### config.mk
export PLATFORM = sky130hd
export DESIGN_NAME = lsu_axi_master
export DESIGN_NICKNAME = d
export VERILOG_FILES = /design/src/axi_lite_pkg.sv /design/src/lsu_pkg.sv /design/src/load_extend.sv /design/src/lsu_axi_master.sv /design/src/store_align.sv
export VERILOG_INCLUDE_DIRS = /design/src /design/src/src
export SDC_FILE = /design/constraint.sdc
export NUM_CORES = 1
export LEC_CHECK = 0
export BUFFER_PORTS_ARGS = -buffer_cell sky130_fd_sc_hd__buf_4
export CORE_AREA = 4 4 183 185
export DETAILED_ROUTE_END_ITERATION = 6
export DIE_AREA = 0 0 187 189
export PLACE_DENSITY_LB_ADDON = 0.1
export SLEW_MARGIN = 40
export SYNTH_ARGS = -nofsm -noshare
export SYNTH_HDL_FRONTEND = slang
export SYNTH_HIERARCHICAL = 1
export SYNTH_SLANG_ARGS = --single-unit
### constraint.sdc
create_clock -name i_clk -period 2.7 [get_ports i_clk]
set_input_delay 0.135 -clock i_clk [delete_from_list [all_inputs] [get_ports i_clk]]
set_output_delay 0.135 -clock i_clk [all_outputs]
set_load 0.01 [all_outputs]
### src/lsu_settings.svh
// lsu build settings
`ifndef LSU_SETTINGS_SVH
`define LSU_SETTINGS_SVH

// data and address width of the core
`define LSU_XLEN 64

// data ram depth in xlen words
`define LSU_RAM_WORDS 512

// word index width, log2 of the depth
`define LSU_RAM_AW 9

`endif

### src/axi_lite_pkg.sv
// axi4-lite channel types
`default_nettype none
`include "lsu_settings.svh"

package axi_lite_pkg;

  // response codes, only okay is produced here
  localparam logic [1:0] AXIL_OKAY = 2'b00;

  // write address channel
  typedef struct packed {
    logic [`LSU_XLEN-1:0] addr;
  } axil_aw_t;

  // write data channel
  typedef struct packed {
    logic [`LSU_XLEN-1:0]   data;
    logic [`LSU_XLEN/8-1:0] strb; // one bit per byte lane
  } axil_w_t;

  // write response channel
  typedef struct packed {
    logic [1:0] resp;
  } axil_b_t;

  // read address channel
  typedef struct packed {
    logic [`LSU_XLEN-1:0] addr;
  } axil_ar_t;

  // read data channel
  typedef struct packed {
    logic [`LSU_XLEN-1:0] data;
    logic [1:0]           resp;
  } axil_r_t;

endpackage

`default_nettype wire

### src/lsu_pkg.sv
// load store unit types
`default_nettype none
`include "lsu_settings.svh"

package lsu_pkg;

  // access size, taken from op code bits [2:1]
  typedef enum logic [1:0] {
    MEM_BYTE   = 2'b00,
    MEM_HALF   = 2'b01,
    MEM_WORD   = 2'b10,
    MEM_DOUBLE = 2'b11
  } mem_size_e;

  // decoded view of the op code
  typedef struct packed {
    mem_size_e size;  // access width
    logic      unsgn; // 1 = zero extend on load
  } mem_op_fields_t;

  // one 3-bit code, read raw or as fields
  typedef union packed {
    logic [2:0]     raw; // compared against the no-access code
    mem_op_fields_t f;   // drives mask and extension
  } mem_op_u;

  // code 111 means no memory access at all
  localparam logic [2:0] MEM_OP_NONE = 3'b111;

  // request from the core side
  typedef struct packed {
    logic [`LSU_XLEN-1:0] addr; // byte address
    logic [`LSU_XLEN-1:0] data; // store data, low aligned
    mem_op_u              op;
    logic                 we;   // 1 = store
  } lsu_req_t;

  // response back to the core
  typedef struct packed {
    logic [`LSU_XLEN-1:0] data; // extended load data, zero for stores
  } lsu_rsp_t;

endpackage

`default_nettype wire

### src/load_extend.sv
// load lane select and extend
`default_nettype none
`include "lsu_settings.svh"

module load_extend (
  input  wire lsu_pkg::mem_op_u     i_op,      // size and signedness
  input  wire logic [2:0]           i_addr_lo, // byte offset of the access
  input  wire logic [`LSU_XLEN-1:0] i_word,    // raw word from the r channel
  output logic [`LSU_XLEN-1:0]      o_data     // extended load result
);

  logic [`LSU_XLEN-1:0] shifted; // addressed byte moved down to lane 0
  logic                 sgn;     // sign bit of the selected field

  assign shifted = i_word >> {i_addr_lo, 3'b000};

  always_comb begin
    case (i_op.f.size)
      lsu_pkg::MEM_BYTE: begin
        sgn    = shifted[7] & ~i_op.f.unsgn;
        o_data = {{56{sgn}}, shifted[7:0]};
      end
      lsu_pkg::MEM_HALF: begin
        sgn    = shifted[15] & ~i_op.f.unsgn;
        o_data = {{48{sgn}}, shifted[15:0]};
      end
      lsu_pkg::MEM_WORD: begin
        sgn    = shifted[31] & ~i_op.f.unsgn;
        o_data = {{32{sgn}}, shifted[31:0]};
      end
      default: begin
        // double is the whole word, offset is zero when aligned
        sgn    = 1'b0;
        o_data = i_word;
      end
    endcase
  end

endmodule

`default_nettype wire

### src/lsu_axi_master.sv
// lsu axi4-lite master
`default_nettype none
`include "lsu_settings.svh"

module lsu_axi_master (
  input  wire logic                   i_clk,
  input  wire logic                   i_rst,       // sync, active low
  input  wire lsu_pkg::lsu_req_t      i_req,
  input  wire logic                   i_req_valid,
  output logic                        o_req_ready,
  output lsu_pkg::lsu_rsp_t           o_rsp,
  output logic                        o_rsp_valid,
  input  wire logic                   i_rsp_ready,
  output axi_lite_pkg::axil_aw_t      o_aw,
  output logic                        o_aw_valid,
  input  wire logic                   i_aw_ready,
  output axi_lite_pkg::axil_w_t       o_w,
  output logic                        o_w_valid,
  input  wire logic                   i_w_ready,
  input  wire axi_lite_pkg::axil_b_t  i_b,
  input  wire logic                   i_b_valid,
  output logic                        o_b_ready,
  output axi_lite_pkg::axil_ar_t      o_ar,
  output logic                        o_ar_valid,
  input  wire logic                   i_ar_ready,
  input  wire axi_lite_pkg::axil_r_t  i_r,
  input  wire logic                   i_r_valid,
  output logic                        o_r_ready
);

  typedef enum logic [2:0] {
    ST_IDLE, ST_WRITE, ST_WRESP, ST_READ, ST_RRESP, ST_RESP
  } state_e;

  state_e               state_q, state_d;
  lsu_pkg::lsu_req_t    req_q;             // request held for the whole access
  lsu_pkg::lsu_rsp_t    rsp_q;             // response payload
  logic                 aw_pend_q;         // aw not yet taken by the slave
  logic                 w_pend_q;          // w not yet taken by the slave
  logic [7:0]           st_strb;
  logic [`LSU_XLEN-1:0] st_data;
  logic [`LSU_XLEN-1:0] ld_data;
  logic                 req_hs, aw_hs, w_hs, b_hs, ar_hs, r_hs, rsp_hs;
  logic                 req_none;          // incoming request skips the bus

  store_align u_store_align (
    .i_op      (req_q.op),
    .i_addr_lo (req_q.addr[2:0]),
    .i_data    (req_q.data),
    .o_strb    (st_strb),
    .o_data    (st_data)
  );

  load_extend u_load_extend (
    .i_op      (req_q.op),
    .i_addr_lo (req_q.addr[2:0]),
    .i_word    (i_r.data),
    .o_data    (ld_data)
  );

  assign o_req_ready = (state_q == ST_IDLE);
  assign o_rsp_valid = (state_q == ST_RESP);
  assign o_aw_valid  = aw_pend_q;
  assign o_w_valid   = w_pend_q;
  assign o_b_ready   = (state_q == ST_WRESP);
  assign o_ar_valid  = (state_q == ST_READ);
  assign o_r_ready   = (state_q == ST_RRESP);
  assign o_rsp       = rsp_q;

  assign req_hs = i_req_valid & o_req_ready;
  assign aw_hs  = o_aw_valid & i_aw_ready;
  assign w_hs   = o_w_valid & i_w_ready;
  assign b_hs   = i_b_valid & o_b_ready;
  assign ar_hs  = o_ar_valid & i_ar_ready;
  assign r_hs   = i_r_valid & o_r_ready;
  assign rsp_hs = o_rsp_valid & i_rsp_ready;

  assign req_none = (i_req.op.raw == lsu_pkg::MEM_OP_NONE);

  // channel payloads come straight from the held request, stable while valid
  always_comb begin
    o_aw.addr = req_q.addr;
    o_w.data  = st_data;
    o_w.strb  = st_strb;
    o_ar.addr = req_q.addr;
  end

  always_comb begin
    state_d = state_q;
    case (state_q)
      ST_IDLE: begin
        if (req_hs) begin
          if (req_none)      state_d = ST_RESP;
          else if (i_req.we) state_d = ST_WRITE;
          else               state_d = ST_READ;
        end
      end
      ST_WRITE: begin
        // aw and w may finish in either order
        if ((!aw_pend_q || i_aw_ready) && (!w_pend_q || i_w_ready)) state_d = ST_WRESP;
      end
      ST_WRESP: if (b_hs)   state_d = ST_RESP;
      ST_READ:  if (ar_hs)  state_d = ST_RRESP;
      ST_RRESP: if (r_hs)   state_d = ST_RESP;
      ST_RESP:  if (rsp_hs) state_d = ST_IDLE;
      default:              state_d = ST_IDLE;
    endcase
  end

  always_ff @(posedge i_clk) begin
    if (!i_rst) begin
      state_q   <= ST_IDLE;
      aw_pend_q <= 1'b0;
      w_pend_q  <= 1'b0;
    end else begin
      state_q <= state_d;
      if (req_hs && i_req.we && !req_none) begin
        aw_pend_q <= 1'b1; // both raised the cycle after acceptance
        w_pend_q  <= 1'b1;
      end else begin
        if (aw_hs) aw_pend_q <= 1'b0;
        if (w_hs)  w_pend_q  <= 1'b0;
      end
    end
  end

  // payload registers
  always_ff @(posedge i_clk) begin
    if (req_hs) begin
      req_q      <= i_req;
      rsp_q.data <= '0; // stores and no-access answer with zero
    end else if (r_hs) begin
      rsp_q.data <= ld_data;
    end
  end

  // the slave only ever answers okay
  a_resp_okay: assert property (@(posedge i_clk) disable iff (!i_rst)
    !(b_hs && i_b.resp != axi_lite_pkg::AXIL_OKAY) &&
    !(r_hs && i_r.resp != axi_lite_pkg::AXIL_OKAY))
    else $error("lsu_axi_master: non-okay bus response");

  // response held under back-pressure
  a_rsp_hold: assert property (@(posedge i_clk) disable iff (!i_rst)
    o_rsp_valid && !i_rsp_ready |=> o_rsp_valid && $stable(o_rsp))
    else $error("lsu_axi_master: response dropped before ready");

endmodule

`default_nettype wire

### src/store_align.sv
// store mask and lane shifter
`default_nettype none
`include "lsu_settings.svh"

module store_align (
  input  wire lsu_pkg::mem_op_u     i_op,      // op code of the held request
  input  wire logic [2:0]           i_addr_lo, // byte offset inside the word
  input  wire logic [`LSU_XLEN-1:0] i_data,    // store data, low aligned
  output logic [7:0]                o_strb,    // byte strobe for the w channel
  output logic [`LSU_XLEN-1:0]      o_data     // data replicated across lanes
);

  logic [7:0] base_mask; // mask before the offset shift
  logic       aligned;   // offset is a multiple of the size

  always_comb begin
    case (i_op.f.size)
      lsu_pkg::MEM_BYTE: begin
        base_mask = 8'h01;
        o_data    = {8{i_data[7:0]}};
        aligned   = 1'b1;
      end
      lsu_pkg::MEM_HALF: begin
        base_mask = 8'h03;
        o_data    = {4{i_data[15:0]}};
        aligned   = (i_addr_lo[0] == 1'b0);
      end
      lsu_pkg::MEM_WORD: begin
        base_mask = 8'h0f;
        o_data    = {2{i_data[31:0]}};
        aligned   = (i_addr_lo[1:0] == 2'b00);
      end
      default: begin // double, also code 111
        base_mask = 8'hff;
        o_data    = i_data;
        aligned   = (i_addr_lo == 3'b000);
      end
    endcase
  end

  // no-access kills every lane, otherwise slide mask up to the offset
  assign o_strb = (i_op.raw == lsu_pkg::MEM_OP_NONE) ? 8'h00 : (base_mask << i_addr_lo);

  // misaligned accesses are never split, so they must not reach the bus
  always_comb begin
    assert final ($isunknown(i_op) || i_op.raw == lsu_pkg::MEM_OP_NONE || aligned)
      else $error("store_align: misaligned op %b at offset %0d", i_op.raw, i_addr_lo);
  end

endmodule

`default_nettype wire

Word level (Yosys, flattened, before mapping) --
Cells that the tools add are included.
Storage, ports and cells: register bits after elaboration 200, bits of input ports 209, output and inout port bits 271, logic and storage cells 65
Cells by class: equality and inequality tests 15, shift operators 2, muxes and demuxes 17, bitwise operators 11, reductions and logical operators 13
Operators with widths (number):
- one-hot mux 64 bit (3 select lines) | 2
- right shift 64 x 6 -> 32 bit | 1
- one-hot mux 8 bit (3 select lines) | 1
- two-way mux 3 bit | 7
- one-hot mux 3 bit (6 select lines) | 1
- equality test 3 bit (second input constant) | 4
- AND 1 bit | 10
- != test 2 x 1 -> 1 bit (second input constant) | 5
- two-way mux 8 bit | 1
- left shift 8 x 3 -> 8 bit | 1
- equality test 3 x 2 -> 1 bit (second input constant) | 2
- AND reduction 6 bit | 1
- two-way mux 1 bit | 4
- nonzero test 2 bit | 2
- equality test 3 x 1 -> 1 bit (second input constant) | 1
- logical AND 1 bit | 3
- logical NOT 1 bit | 3
- logical NOT 3 bit | 1
- equality test 2 x 1 -> 1 bit (second input constant) | 1
- equality test 2 bit (second input constant) | 1
- logical NOT 2 bit | 1
- logical OR 1 bit | 2
- two-way mux 2 bit | 1
- != test 2 bit (second input constant) | 1
- NOT 1 bit | 1

Logic depth before layout (Yosys ltp) --
depth in word-level cells 5, mapped depth 10

By module --
Netlist, hierarchy kept.
By module, submodules not included:
- lsu_axi_master | instances 1, cells each 582, area an instance 7865.0 um^2, sequential area each 5315.1 um^2
- load_extend | instances 1, cells each 372, area an instance 2534.9 um^2, sequential area each 0.0 um^2
- store_align | instances 1, cells each 167, area an instance 1258.7 um^2, sequential area each 0.0 um^2

Worst setup path after synthesis --
No wires, ideal clock.
kind register to register, start register state_q[2], end register req_q, in the netlist o_ar[0] (enable), arrival 2564 ps, slack -302 ps, cell stages (with the launch flop) 5, period minus slack after synthesis 3002 ps, cells stage by stage dfxtp_1 buf_6 nor3_2 and2_1 buf_2
Between the ends: longest elaborated chain between the ends 2
RTL lines:
- start, declared | RTL line lsu_axi_master.sv:35 | state_e state_q, state_d;
- start signal, assigned | RTL line lsu_axi_master.sv:116 | state_q <= state_d;
- logical NOT 3 bit | RTL line lsu_axi_master.sv:61 | assign o_req_ready = (state_q == ST_IDLE);
- net o_req_ready | RTL line lsu_axi_master.sv:10 | output logic o_req_ready,
- AND 1 bit | RTL line lsu_axi_master.sv:70 | assign req_hs = i_req_valid & o_req_ready;
- net req_hs | RTL line lsu_axi_master.sv:43 | logic req_hs, aw_hs, w_hs, b_hs, ar_hs, r_hs, rsp_hs;
- end signal, assigned | RTL line lsu_axi_master.sv:130 | req_q <= i_req;
- end, declared | RTL line lsu_axi_master.sv:36 | lsu_pkg::lsu_req_t req_q;
The timed path passes the listed nets, and every way through them passes these cells. A chain may end at the register's enable or synchronous reset.

Final worst setup path --
start register req_q, in the netlist o_ar[0], end register rsp_q, in the netlist o_rsp[52]
Between the ends: longest elaborated chain between the ends 3, elaborated cells between the ends (all ways) 5, those cells by class shift: 1; mux: 1; bitwise: 3
RTL lines:
- right shift 64 x 6 -> 32 bit (*) | RTL line load_extend.sv:15 | assign shifted = i_word >> {i_addr_lo, 3'b000};
- AND 1 bit, on equally long branches | RTL line load_extend.sv:28, load_extend.sv:20, load_extend.sv:24
- one-hot mux 64 bit (3 select lines) (*) | RTL line load_extend.sv:18 | case (i_op.f.size)
- net ld_data[52] | RTL line lsu_axi_master.sv:42 | logic [`LSU_XLEN-1:0] ld_data;
- end, declared | RTL line lsu_axi_master.sv:37 | lsu_pkg::lsu_rsp_t rsp_q;
Mark *: on every way through the listed nets, which the timed path passes. The rest lies on a longest branch.

==> results by group <==
Worst setup path
  • Critical Path RT: between 3000 and 4000 ps
  • CP Cell Sequence: buf_4 -> or2_2 -> o22ai_1 -> o21ai_2 -> buf_12 -> nand3_1 -> nand2_2 -> a21oi_2
  • R2R setup slack: approximately 230 ps
  • Crit path launch type: flip-flop
  • Crit-path max cell delay: around 560 ps
  • Crit path kind: reg2reg
  • Critical Path Sink Type: flip-flop
  • CP top delay family: buffers and inverters
  • Worst-path fanout max: 38
  • CP max stage cell: edfxtp_1
  • CP Buf/Inv Count: 2
  • Critical path arrival: around 2800 ps

Logic synthesis
  • Largest family of logic cells by synthesized area: compound AO/OA/AOI/OAI gates
  • Synth Area per Inst: 10.40 um^2
  • Yosys reg bits: 200
  • Yosys top cell area share: 0.3374
  • Mapped Area: 0.01166 mm^2
  • Simple-gate area share of the yosys netlist: 0.1324
  • Most frequent cell after synthesis: nand2_1
  • Synth Area in Adders: 0
  • Compound-Gate Fraction of Synth Area: 0.1406
  • Yosys warnings: 6
  • Top cells by count, synth: 161 x nand2_1, 145 x buf_4, 131 x edfxtp_1
  • Post-synth top area cell: edfxtp_1
  • Mux contribution to synthesized area: 0.1311
  • Largest cells by area after synthesis: edfxtp_1 34%, dfxtp_1 12%, buf_4 9.3%, mux2i_1 8.2%, nand2_1 5.2%
  • Yosys cell types: 58
  • Post-synth EDFFs: 131
  • Mapped Cells: ~1100
  • XOR/XNOR share of the synthesized area: 0
  • Syn_nets: approximately 1300
  • Sequential area share after synthesis: 0.4559
  • Async set-reset flop share out of synthesis: 0
  • Main flop type after synthesis: edfxtp_1

Floorplanning
  • Top-level I/O count: 480
  • Die ar.: 0.03534 mm^2
  • Row cnt: 66
  • Core ar.: about 0.032 mm^2
  • Die Y: between 150 and 200 um
  • Die X-Extent: approximately 190 um
  • Initial Util: 0.3639

Worst hold path
  • Worst hold path type: in2reg

Routing
  • DR vias/cell: a little over 5
  • Drt total wl: 42870 um
  • 1st-iter DRT viols: roughly 670
  • Vias: 10044
  • Post-route ant nets: 0
  • Detailed-router iteration count before antenna repair: 5
  • Drt wl/cell: between 20 and 25 um
  • DR DRC count: 0

Finish
  • Layout cells sized above 1: 0.4397
  • Final instance area: roughly 0.017 mm^2
  • FILL cells: a little under 3000
  • Non-filler cells, final: 1992
  • Area Overhead vs Synth: 41.58%
  • Layout Nets: approximately 1800

GRT
  • Vias in the first global route: between 10000 and 15000
  • Largest net degree at the start of global routing: 70
  • Remaining Overflow, GRT: 0
  • Initial antenna violation count: 1
  • First-pass GRT wire length: between 60000 and 70000 um
  • GRT Total Usage: 0.2329

CTS
  • TritonCTS Sinks: 200
  • CTS resizes: 0
  • Clk Latency, worst-skew pair: approximately 450 ps
  • Cts-stage hold buffer count: around 140
  • Num CTS Buffers: 17
  • Clk slew on worst S/H paths: roughly 80 ps
  • CTS tree: yes
  • Max clock buf depth: 2
  • Post-CTS Setup Inserts: 0
  • H-tree levels: 4
  • Clk root buf: clkbuf_16

STA
  • # setup viols final: 0
  • Max Slew Vio Count: 0
  • Setup tns final: 0 ps
  • Highest Clock Rate: roughly 400 MHz
  • Max-Slew Margin vs Limit: 0.5676
  • Fin crit share: 0.9165
  • Worst Clk Skew: roughly 14 ps
  • Final Hold Viols: 0
  • RSZ-0062 raised after global routing: no
  • Fin crit period: approximately 2500 ps
  • WHS: about 60 ps
  • Actual slew at the worst max-slew pin: 648.6 ps

Placed design
  • Post-DP HPWL: roughly 32000 um
  • Dpl cells: approximately 1800
  • DP Area: 0.01457 mm^2
  • Final Wtd Congestion: about 0.86
  • Port bufs: around 480

Status
  • Status: completed

Power and ir drop
  • Worst vdd ir: ~0.00061 V
  • Post-route total power: ~14000 uW
  • Leak pwr: between 0.006 and 0.007 uW
  • Pwr/cell area: about 870 mW/mm^2

Job
  • Maxcap violations: 0
[cell type report]
type                            instances  area (um^2)  area share
Antenna cell                            1        2.502   0.0001516
Inverter                               13        48.80    0.002956
Timing Repair Buffer                  647         5350      0.3241
Clock buffer                           17        425.4     0.02577
Sequential cell                       200         5315      0.3220
Clock inverter                         15        132.6    0.008035
Tap cell                              408        510.5     0.03093
Multi-Input combinational cell        691         4721      0.2860
[power breakdown]
group	internal, uW	switching, uW	leakage (uW)
clock	1220	1290	0.000270
combinational	3210	3910	0.00489
sequential	4230	521	0.00180
total	8660	5720	0.00696
[path summary, 6_finish.rpt]
| path | start | to | cells after the start |
|---|---|---|---|
| worst max-delay path | o_ar[0]$_DFFE_PP_ | o_rsp[52]$_SDFFE_PP0P_ | 8 |
| worst max register to register | o_ar[0]$_DFFE_PP_ | o_rsp[52]$_SDFFE_PP0P_ | 8 |
| worst min-delay path | i_r[7] | o_rsp[5]$_SDFFE_PP0P_ | 5 |
| worst min register to register | o_rsp[63]$_SDFFE_PP0P_ | o_rsp[63]$_SDFFE_PP0P_ | 2 |
[per-layer routing]
layer  GRT usage  up-vias  part of all wire
li1            -     4747                 -
met1      0.2762     4901              0.40
met2      0.4080      350              0.51
met3     0.06563       46             0.062
met4     0.07907        0             0.027
met5           0        -                 0
[logic make-up (layout without fill, tap and decap cells)]
| family | after synthesis | in the layout |
|---|---|---|
| other | 0 | 1 |
| flip-flops | 200 | 200 |
| AND/OR/NAND/NOR | 331 | 331 |
| buffers and inverters | 230 | 692 |
| AO/OA/AOI/OAI | 222 | 222 |
| multiplexers | 138 | 138 |
[flip-flops by register name, indices dropped and copies added, names as in the netlist]
signal / count
o_ar: 64
o_rsp: 64
o_aw_valid: 1
state_q: 3
o_w_valid: 1
req_q: 67
[per-stage QoR]
step                utilization  setup WS (ps)
floorplan                     -          393.7
global placement         0.4548          274.4
finish                   0.5152          225.5
detailed placement       0.4549          300.5
CTS                      0.5151          160.8
global route             0.5152          56.09
[layout by cell type (no fill, tap or decap), types with 3 or more instances in the layout]
cell type	n
o31ai_1	10
mux4_2	8
mux2_2	33
nand2_1	161
a21oi_2	60
and2_1	3
nor2_1	39
o22ai_1	12
a211o_1	4
o221ai_1	8
edfxtp_1	131
a21oi_1	60
o211ai_1	10
a22oi_1	4
a211oi_2	5
dfxtp_1	69
clkbuf_16	17
a31oi_1	6
dlygate4sd3_1	137
inv_8	4
clkinv_1	3
a221oi_1	7
inv_1	12
a311oi_1	4
nand3_1	40
o21ai_0	18
mux2i_1	95
nor3_1	7
a211oi_1	3
a2111oi_2	3
inv_6	3
nand2b_1	16
buf_12	12
buf_4	498
or2_2	3
nor2b_1	15
nand2_2	31
[tightest hold or removal path: stages]
cell and delay, ps:
buf_4 90, nand2_1 40, o21ai_0 60, nand2_1 60, a21oi_2 100
No activity file was read; power rests on OpenSTA's default activity.
